**src/include/dac_macros.svh**
```systemverilog
////////////////////////////////////////
// widths and defaults for the AD5601 DAC controller
// DAC_CLK_DIV must be at least 1
////////////////////////////////////////
`ifndef DAC_MACROS_SVH
`define DAC_MACROS_SVH

// register port and frame widths
`define DAC_DATA_W          16
`define DAC_ADDR_W          15

// direct gain field inside the DAC word
`define DAC_GAIN_W          8
`define DAC_GAIN_LSB        6

// register defaults after interconnect reset
`define DAC_MODULE_VERSION  1
`define DAC_DEFAULT_WORD    100

// system cycles per half serial clock
`define DAC_CLK_DIV         2
// 1 sends the current word when the peripheral reset ends
`define DAC_SEND_ON_RESET   1

`endif

```
**src/dac_pkg.sv**
```systemverilog
////////////////////////////////////////
// shared types of the DAC controller
// widths come from dac_macros.svh
////////////////////////////////////////
`include "dac_macros.svh"

package dac_pkg;

    ////////////////////////////////////////
    // register map
    ////////////////////////////////////////
    typedef enum logic [`DAC_ADDR_W-1:0] {
        addr_version  = 0,
        addr_dac_word = 1,
        addr_en_mmi   = 2,
        reg_count     = 3
    } dac_reg_addr_e;

    ////////////////////////////////////////
    // register port
    ////////////////////////////////////////
    // one-cycle strobes, never both high together
    typedef struct packed {
        logic                   wr_stb;
        logic                   rd_stb;
        logic [`DAC_ADDR_W-1:0] addr;
        logic [`DAC_DATA_W-1:0] wdata;
    } reg_req_t;

    // rd_valid comes one cycle after rd_stb
    typedef struct packed {
        logic                   rd_valid;
        logic [`DAC_DATA_W-1:0] rdata;
    } reg_rsp_t;

    // accepted change of the DAC word
    typedef struct packed {
        logic                   stb;
        logic [`DAC_DATA_W-1:0] word;
        logic                   direct;
    } dac_update_t;

    // serial pins toward the DAC
    typedef struct packed {
        logic sclk;
        logic sync_n;
        logic sdin;
    } spi_pins_t;

endpackage

```
**src/dac_reg_bank.sv**
```systemverilog
////////////////////////////////////////
// register writes only act with en_mmi_ctrl high
// direct strobes only act with en_mmi_ctrl low
////////////////////////////////////////
`include "dac_macros.svh"

module dac_reg_bank (
    input  logic                   clk,
    input  logic                   interconnect_sreset,
    input  dac_pkg::reg_req_t      reg_req,
    input  logic                   en_mmi_ctrl,
    input  logic [`DAC_GAIN_W-1:0] dac_gain_in,
    input  logic                   dac_gain_stb,
    output dac_pkg::reg_rsp_t      reg_rsp,
    output dac_pkg::dac_update_t   dac_update,
    output logic [`DAC_DATA_W-1:0] dac_word
);
    import dac_pkg::*;

    logic [`DAC_DATA_W-1:0] dac_word_q;
    logic                   en_mmi_q;
    logic                   rd_valid_q;
    logic [`DAC_DATA_W-1:0] rdata_q;
    logic [`DAC_DATA_W-1:0] rd_mux;
    logic                   upd_stb_q;
    logic                   upd_direct_q;
    logic                   mmi_wr_ok;
    logic                   direct_ok;

    ////////////////////////////////////////
    // write source selection
    ////////////////////////////////////////
    assign mmi_wr_ok = reg_req.wr_stb && en_mmi_ctrl &&
                       (reg_req.addr == addr_dac_word);
    assign direct_ok = dac_gain_stb && !en_mmi_ctrl;

    always_ff @(posedge clk) begin
        if (interconnect_sreset) begin
            dac_word_q   <= `DAC_DEFAULT_WORD;
            en_mmi_q     <= 1'b0;
            rd_valid_q   <= 1'b0;
            upd_stb_q    <= 1'b0;
            upd_direct_q <= 1'b0;
        end else begin
            en_mmi_q   <= en_mmi_ctrl;
            rd_valid_q <= reg_req.rd_stb;
            // update pulse lines up with the new register value
            upd_stb_q  <= mmi_wr_ok | direct_ok;
            if (mmi_wr_ok) begin
                dac_word_q   <= reg_req.wdata;
                upd_direct_q <= 1'b0;
            end else if (direct_ok) begin
                dac_word_q[`DAC_GAIN_LSB +: `DAC_GAIN_W] <= dac_gain_in;
                upd_direct_q <= 1'b1;
            end
        end
    end

    ////////////////////////////////////////
    // read decode
    ////////////////////////////////////////
    always_comb begin
        rd_mux = '0;
        case (reg_req.addr)
            addr_version:  rd_mux = `DAC_DATA_W'(`DAC_MODULE_VERSION);
            addr_dac_word: rd_mux = dac_word_q;
            addr_en_mmi:   rd_mux = {{(`DAC_DATA_W-1){1'b0}}, en_mmi_q};
            // unmapped addresses read as zero
            default:       rd_mux = '0;
        endcase
    end

    always_ff @(posedge clk) begin
        if (reg_req.rd_stb) begin
            rdata_q <= rd_mux;
        end
    end

    assign reg_rsp.rd_valid = rd_valid_q;
    assign reg_rsp.rdata    = rdata_q;

    // word field already holds the new value when stb is high
    assign dac_update.stb    = upd_stb_q;
    assign dac_update.word   = dac_word_q;
    assign dac_update.direct = upd_direct_q;

    assign dac_word = dac_word_q;

endmodule

```
**src/dac_frame_seq.sv**
```systemverilog
////////////////////////////////////////
// one frame shifting, one pending, newest pending wins
// dropped middle values never pulse dac_gain_updated_stb
////////////////////////////////////////
`include "dac_macros.svh"

module dac_frame_seq (
    input  logic                   clk,
    input  logic                   interconnect_sreset,
    input  logic                   peripheral_sreset,
    input  dac_pkg::dac_update_t   dac_update,
    input  logic [`DAC_DATA_W-1:0] dac_word,
    input  logic                   busy,
    input  logic                   done,
    output logic                   start,
    output logic [`DAC_DATA_W-1:0] frame_word,
    output logic                   dac_gain_updated_stb
);
    import dac_pkg::*;

    logic                   rst_any;
    logic                   rst_q;
    logic                   reset_end;
    dac_update_t            pending_q;
    logic                   start_q;
    logic [`DAC_DATA_W-1:0] frame_word_q;
    logic                   frame_direct_q;
    logic                   gain_upd_q;
    logic                   idle;
    logic                   launch;
    logic [`DAC_DATA_W-1:0] next_word;
    logic                   next_direct;

    assign rst_any = interconnect_sreset | peripheral_sreset;

    // falling edge of either reset asks for one send
    always_ff @(posedge clk) begin
        rst_q <= rst_any;
    end

    assign reset_end = rst_q && !rst_any && (`DAC_SEND_ON_RESET != 0);

    ////////////////////////////////////////
    // launch decision
    ////////////////////////////////////////
    // start counts as in flight until busy takes over
    assign idle   = !start_q && !busy;
    assign launch = idle && (dac_update.stb || pending_q.stb || reset_end);

    always_comb begin
        if (dac_update.stb) begin
            next_word   = dac_update.word;
            next_direct = dac_update.direct;
        end else if (pending_q.stb) begin
            next_word   = pending_q.word;
            next_direct = pending_q.direct;
        end else begin
            next_word   = dac_word;
            next_direct = 1'b0;
        end
    end

    always_ff @(posedge clk) begin
        if (rst_any) begin
            start_q        <= 1'b0;
            pending_q      <= '0;
            frame_direct_q <= 1'b0;
            gain_upd_q     <= 1'b0;
        end else begin
            start_q    <= launch;
            gain_upd_q <= done && frame_direct_q;
            if (launch) begin
                frame_direct_q <= next_direct;
                pending_q.stb  <= 1'b0;
            end else if (dac_update.stb) begin
                // frame busy, park the newest change
                pending_q <= dac_update;
            end
        end
    end

    always_ff @(posedge clk) begin
        if (launch) begin
            frame_word_q <= next_word;
        end
    end

    assign start                = start_q;
    assign frame_word           = frame_word_q;
    assign dac_gain_updated_stb = gain_upd_q;

endmodule

```
**src/dac_spi_shift.sv**
```systemverilog
////////////////////////////////////////
// 16 bits MSB first, sclk idles low, DAC samples on falling sclk
// start while busy is ignored
////////////////////////////////////////
`include "dac_macros.svh"

module dac_spi_shift (
    input  logic                   clk,
    input  logic                   interconnect_sreset,
    input  logic                   peripheral_sreset,
    input  logic                   start,
    input  logic [`DAC_DATA_W-1:0] frame_word,
    output dac_pkg::spi_pins_t     spi,
    output logic                   busy,
    output logic                   done
);
    import dac_pkg::*;

    localparam int DIV_W = (`DAC_CLK_DIV > 1) ? $clog2(`DAC_CLK_DIV) : 1;
    localparam int BIT_W = $clog2(`DAC_DATA_W);
    localparam logic [DIV_W-1:0] DIV_LAST = DIV_W'(`DAC_CLK_DIV - 1);
    localparam logic [BIT_W-1:0] BIT_LAST = BIT_W'(`DAC_DATA_W - 1);
    localparam spi_pins_t SPI_IDLE = '{sclk: 1'b0, sync_n: 1'b1, sdin: 1'b0};

    logic                   rst_any;
    logic                   busy_q;
    logic                   done_q;
    logic                   sclk_q;
    logic                   sync_n_q;
    logic [DIV_W-1:0]       div_cnt;
    logic [BIT_W-1:0]       bit_cnt;
    logic [`DAC_DATA_W-1:0] shreg;

    assign rst_any = interconnect_sreset | peripheral_sreset;

    ////////////////////////////////////////
    // frame FSM
    ////////////////////////////////////////
    // each bit is sclk high for one half, then low for one half
    always_ff @(posedge clk) begin
        if (rst_any) begin
            busy_q   <= 1'b0;
            done_q   <= 1'b0;
            sclk_q   <= SPI_IDLE.sclk;
            sync_n_q <= SPI_IDLE.sync_n;
            div_cnt  <= '0;
            bit_cnt  <= '0;
        end else begin
            done_q <= 1'b0;
            if (!busy_q) begin
                if (start) begin
                    busy_q   <= 1'b1;
                    sync_n_q <= 1'b0;
                    sclk_q   <= 1'b1;
                    div_cnt  <= '0;
                    bit_cnt  <= '0;
                end
            end else if (div_cnt != DIV_LAST) begin
                div_cnt <= div_cnt + 1'b1;
            end else begin
                div_cnt <= '0;
                if (sclk_q) begin
                    // falling edge, data already stable
                    sclk_q <= 1'b0;
                end else if (bit_cnt == BIT_LAST) begin
                    busy_q   <= 1'b0;
                    sync_n_q <= 1'b1;
                    done_q   <= 1'b1;
                end else begin
                    bit_cnt <= bit_cnt + 1'b1;
                    sclk_q  <= 1'b1;
                end
            end
        end
    end

    // shift on the rising half so sdin changes away from the sampling edge
    always_ff @(posedge clk) begin
        if (!busy_q && start) begin
            shreg <= frame_word;
        end else if (busy_q && div_cnt == DIV_LAST && !sclk_q && bit_cnt != BIT_LAST) begin
            shreg <= {shreg[`DAC_DATA_W-2:0], 1'b0};
        end
    end

    assign spi.sclk   = sclk_q;
    assign spi.sync_n = sync_n_q;
    assign spi.sdin   = !sync_n_q && shreg[`DAC_DATA_W-1];
    assign busy       = busy_q;
    assign done       = done_q;

endmodule

```
**src/dac_ctrl_top.sv**
```systemverilog
////////////////////////////////////////
// register port reads answer in exactly one cycle
// peripheral_sreset leaves the registers untouched
////////////////////////////////////////
`include "dac_macros.svh"

module dac_ctrl_top (
    input  logic                   clk,
    input  logic                   interconnect_sreset,
    input  logic                   peripheral_sreset,
    input  logic                   en_mmi_ctrl,
    input  dac_pkg::reg_req_t      reg_req,
    input  logic [`DAC_GAIN_W-1:0] dac_gain_in,
    input  logic                   dac_gain_stb,
    output dac_pkg::reg_rsp_t      reg_rsp,
    output logic                   dac_gain_updated_stb,
    output dac_pkg::spi_pins_t     spi
);
    import dac_pkg::*;

    dac_update_t            dac_update;
    logic [`DAC_DATA_W-1:0] dac_word;
    logic                   start;
    logic [`DAC_DATA_W-1:0] frame_word;
    logic                   busy;
    logic                   done;

    // register access and write source selection
    dac_reg_bank i_dac_reg_bank (
        .clk                 (clk),
        .interconnect_sreset (interconnect_sreset),
        .reg_req             (reg_req),
        .en_mmi_ctrl         (en_mmi_ctrl),
        .dac_gain_in         (dac_gain_in),
        .dac_gain_stb        (dac_gain_stb),
        .reg_rsp             (reg_rsp),
        .dac_update          (dac_update),
        .dac_word            (dac_word)
    );

    // pending slot and send after reset
    dac_frame_seq i_dac_frame_seq (
        .clk                  (clk),
        .interconnect_sreset  (interconnect_sreset),
        .peripheral_sreset    (peripheral_sreset),
        .dac_update           (dac_update),
        .dac_word             (dac_word),
        .busy                 (busy),
        .done                 (done),
        .start                (start),
        .frame_word           (frame_word),
        .dac_gain_updated_stb (dac_gain_updated_stb)
    );

    // serial frame out
    dac_spi_shift i_dac_spi_shift (
        .clk                 (clk),
        .interconnect_sreset (interconnect_sreset),
        .peripheral_sreset   (peripheral_sreset),
        .start               (start),
        .frame_word          (frame_word),
        .spi                 (spi),
        .busy                (busy),
        .done                (done)
    );

endmodule

```
**config.mk**
```make
export PLATFORM = sky130hd
export DESIGN_NAME = dac_ctrl_top
export DESIGN_NICKNAME = d
export VERILOG_FILES = /design/src/dac_pkg.sv /design/src/dac_reg_bank.sv /design/src/dac_frame_seq.sv /design/src/dac_spi_shift.sv /design/src/dac_ctrl_top.sv
export VERILOG_INCLUDE_DIRS = /design/src /design/src/include
export SDC_FILE = /design/constraint.sdc
export NUM_CORES = 1
export LEC_CHECK = 0
export CORE_MARGIN = 2
export CORE_UTILIZATION = 50
export CTS_CLUSTER_DIAMETER = 120
export DETAILED_ROUTE_END_ITERATION = 8
export DONT_BUFFER_PORTS = 1
export PLACE_DENSITY_LB_ADDON = 0.1
export SLEW_MARGIN = 5
export SYNTH_ARGS = -nofsm -noshare
export SYNTH_HDL_FRONTEND = slang
export SYNTH_SLANG_ARGS = --single-unit
export TNS_END_PERCENT = 1
```
**constraint.sdc**
```tcl
create_clock -name clk -period 2.9 [get_ports clk]
set_clock_uncertainty 0.05 [all_clocks]
set_input_delay 0.58 -clock clk [delete_from_list [all_inputs] [get_ports clk]]
set_output_delay 0.58 -clock clk [all_outputs]
set_load 0.005 [all_outputs]
```
==> flow_summary.yaml <==
run_status:
  outcome: "finished clean"
critical_path:
  slowest_stage: "inv_1"
  critPathMaxFanout: 16
  cpPeakStageDelay_ps: 500
  start_kind: "flop"
  crit_chain: "and3b_1, a21oi_1, inv_1"
  path_buf_inv: 1
  critPathArrivalTime_ps: 1760
  r2r_slack_ps: 1070
  critical_path_class: "flop to flop"
  cpLargestDelayFamily: "buffers and inverters"
  cp.required_ps: 2840
  cp-end-kind: "flop"
floorplan:
  start_util_pct: 52.1
  die_w_um: 94.2
  core_area_um2: 7810
  die_area_um2: 8870
  rows: 32
  io_pins: 67
  die_y_um: 94.2
logic_synthesis:
  synth_flop_cell: "dfxtp_1"
  synth_top_area_share_pct: 35.4
  netlist_instances: 373
  ys_ff_latch: 99
  syn_nets: 420
  syn_area_um2: 4070
  syn_avg_cell_area_um2: 10.9
  yosysWarningCount: 0
  seq_area_frac_synth_pct: 60.6
  synth-async-reset-ratio_pct: 0
  yosysUniqueCellTypes: 41
  yosys.area.top_type: "edfxtp_1"
  synth-edff-count: 48
  synthTopCellsByArea: "edfxtp_1 (35%), dfxtp_1 (25%), nand2_1 (8.0%)"
sta:
  slew_viol_final: 0
  hold_viol: 0
  fin_crit_sh_pct: 63.0
  rsz0062_at_grt: "no"
  setup_slack_ps: 1070
  finalSetupViolCount: 0
  fmax_ghz: 0.547
  final.setup.tns_ps: 0
  min_period_ps: 1830
  maxSlewHeadroom_pct: 51.5
  worst_pin_slew_ps: 727
placement:
  gp_congestion: 0.760
  io_buffers: 0
  dpl.hpwl_mm: 4.76
  post-place-ws_ps: 874
cts:
  clkSlewWorstSetupHoldPaths_ps: 90
  cts_buffer_depth: 2
  clock-root-buffer: "clkbuf_8"
  cts_setup_buffers: 0
  postCtsResizedCells: 0
  cts_buffers: 9
  cts_tree: "done"
  clkSinkCount: 99
  clock_latency_ps: 350
  postCtsHoldBufs: 0
  htree_levels: 3
route:
  viasPerCell: 5.28
  vias: 2472
  drt_wl_total_mm: 7.15
  drc: 0
  ant_nets: 0
  wire_per_inst_um: 15.3
  drtIter0Drc: 157
  dr.pass1.iters: 4
final_layout:
  final_common_cell: "nand2_1"
  fill_cells: 700
  final_cell_mix: "nand2_1 (87), dfxtp_1 (51), edfxtp_1 (48)"
  layout.nets: 408
  antenna_cells: 0
  layout-drive-gt1-share_pct: 12.3
  synthToLayoutAreaGrowth_pct: 4.68
global_route:
  top_usage_layer: "met2"
  met2_usage_pct: 25.6
  overflow: 0
  met3_usage_pct: 4.33
  grt_usage_pct: 17.6
  grt_pass1_wl_mm: 12.1
  grt_max_degree: 33
  use_met1_pct: 25.4
  antenna_found_initial: 0
  grt_pass1_vias: 2481
run:
  maxCapViolCount: 0
pwr:
  cellPowerDensity_nw_per_um2: 563
  ir_worst_vdd_mv: 0.256
  leakage_nw: 1.46
worst_hold_path:
  hold_class: "primary input to flop"
-- layout make-up --
class / instances / area (µm²) / share of cell area (%)
Inverter: 3 / 11.3 / 0.265
Timing Repair Buffer: 4 / 30.0 / 0.705
Clock buffer: 10 / 138 / 3.23
Tap cell: 102 / 128 / 3.00
Clock inverter: 6 / 38.8 / 0.911
Multi-Input combinational cell: 244 / 1450 / 34.0
Sequential cell: 99 / 2460 / 57.8
-- kinds of logic after synthesis --
family                     Yosys count  share of synthesized area, %
DFF                                 99                          60.6
AOI/OAI and AO/OA                   48                          6.74
and+or+nand+nor                    165                          20.8
xor gates and xnor gates             3                         0.646
buffers and inverters               30                          3.82
adders and majority gates            1                         0.308
muxes                               27                          7.17
-- path summary, 6_finish.rpt --
kind	startpoint	end	cells after the start
max	i_dac_spi_shift.busy	i_dac_spi_shift.shreg[3]	3
min	interconnect_sreset	i_dac_reg_bank.upd_stb_q	1
max reg2reg	i_dac_spi_shift.busy	i_dac_spi_shift.shreg[3]	3
min reg2reg	i_dac_spi_shift.done	i_dac_frame_seq.dac_gain_updated_stb	2
-- through the flow --
| stage | utilization, % | instances | area, µm² | hold slack (ps) | power (mW) |
|---|---|---|---|---|---|
| after floorplan | - | 373 | 4070 | 352 | 1.62 |
| after global placement | 52.3 | 452 | 4080 | 365 | 1.63 |
| after detailed placement | 52.3 | 452 | 4080 | 372 | 1.63 |
| after CTS | 54.5 | 468 | 4260 | 221 | 2.42 |
| after global routing | 54.5 | 468 | 4260 | 206 | 2.50 |
| final | 54.5 | 468 | 4260 | 242 | 2.40 |
-- Yosys cell counts (8+ instances only) --
cell,number
clkbuf_1,8
a21oi_1,29
buf_2,9
and2_1,17
edfxtp_1,48
o31ai_1,8
nand3_1,10
nand2_1,87
nor2_1,13
dfxtp_1,51
mux2_2,17
mux2i_1,10
-- metal layers --
metal | part of all wire [%] | up-vias | wire length, µm
li1 | - | 1269 | -
met1 | 51 | 1142 | 3650
met2 | 44 | 56 | 3130
met3 | 4.6 | 5 | 326
met4 | 0.63 | 0 | 45
met5 | 0 | - | 0
-- state kept, by name, summed over array words and instances, names as in the netlist --
| signal | flops |
|---|---|
| i_dac_reg_bank.en_mmi_q | 1 |
| i_dac_reg_bank.rdata_q | 16 |
| i_dac_spi_shift.sync_n_q | 1 |
| i_dac_reg_bank.upd_direct_q | 1 |
| i_dac_reg_bank.dac_word | 16 |
| i_dac_frame_seq.rst_q | 1 |
| i_dac_spi_shift.bit_cnt | 4 |
| i_dac_spi_shift.sclk_q | 1 |
| i_dac_frame_seq.dac_gain_updated_stb | 1 |
| i_dac_spi_shift.div_cnt | 1 |
| i_dac_frame_seq.start | 1 |
| i_dac_spi_shift.done | 1 |
| i_dac_reg_bank.rd_valid_q | 1 |
| i_dac_frame_seq.frame_word | 16 |
| i_dac_frame_seq.frame_direct_q | 1 |
| i_dac_spi_shift.shreg | 16 |
| i_dac_frame_seq.pending_q | 18 |
| i_dac_spi_shift.busy | 1 |
| i_dac_reg_bank.upd_stb_q | 1 |
-- power breakdown --
part | switching, mW | internal, mW
clock | 0.464 | 0.335
sequential | 0.0191 | 1.50
combinational | 0.0487 | 0.0308
(Power assumes the default switching activity.)
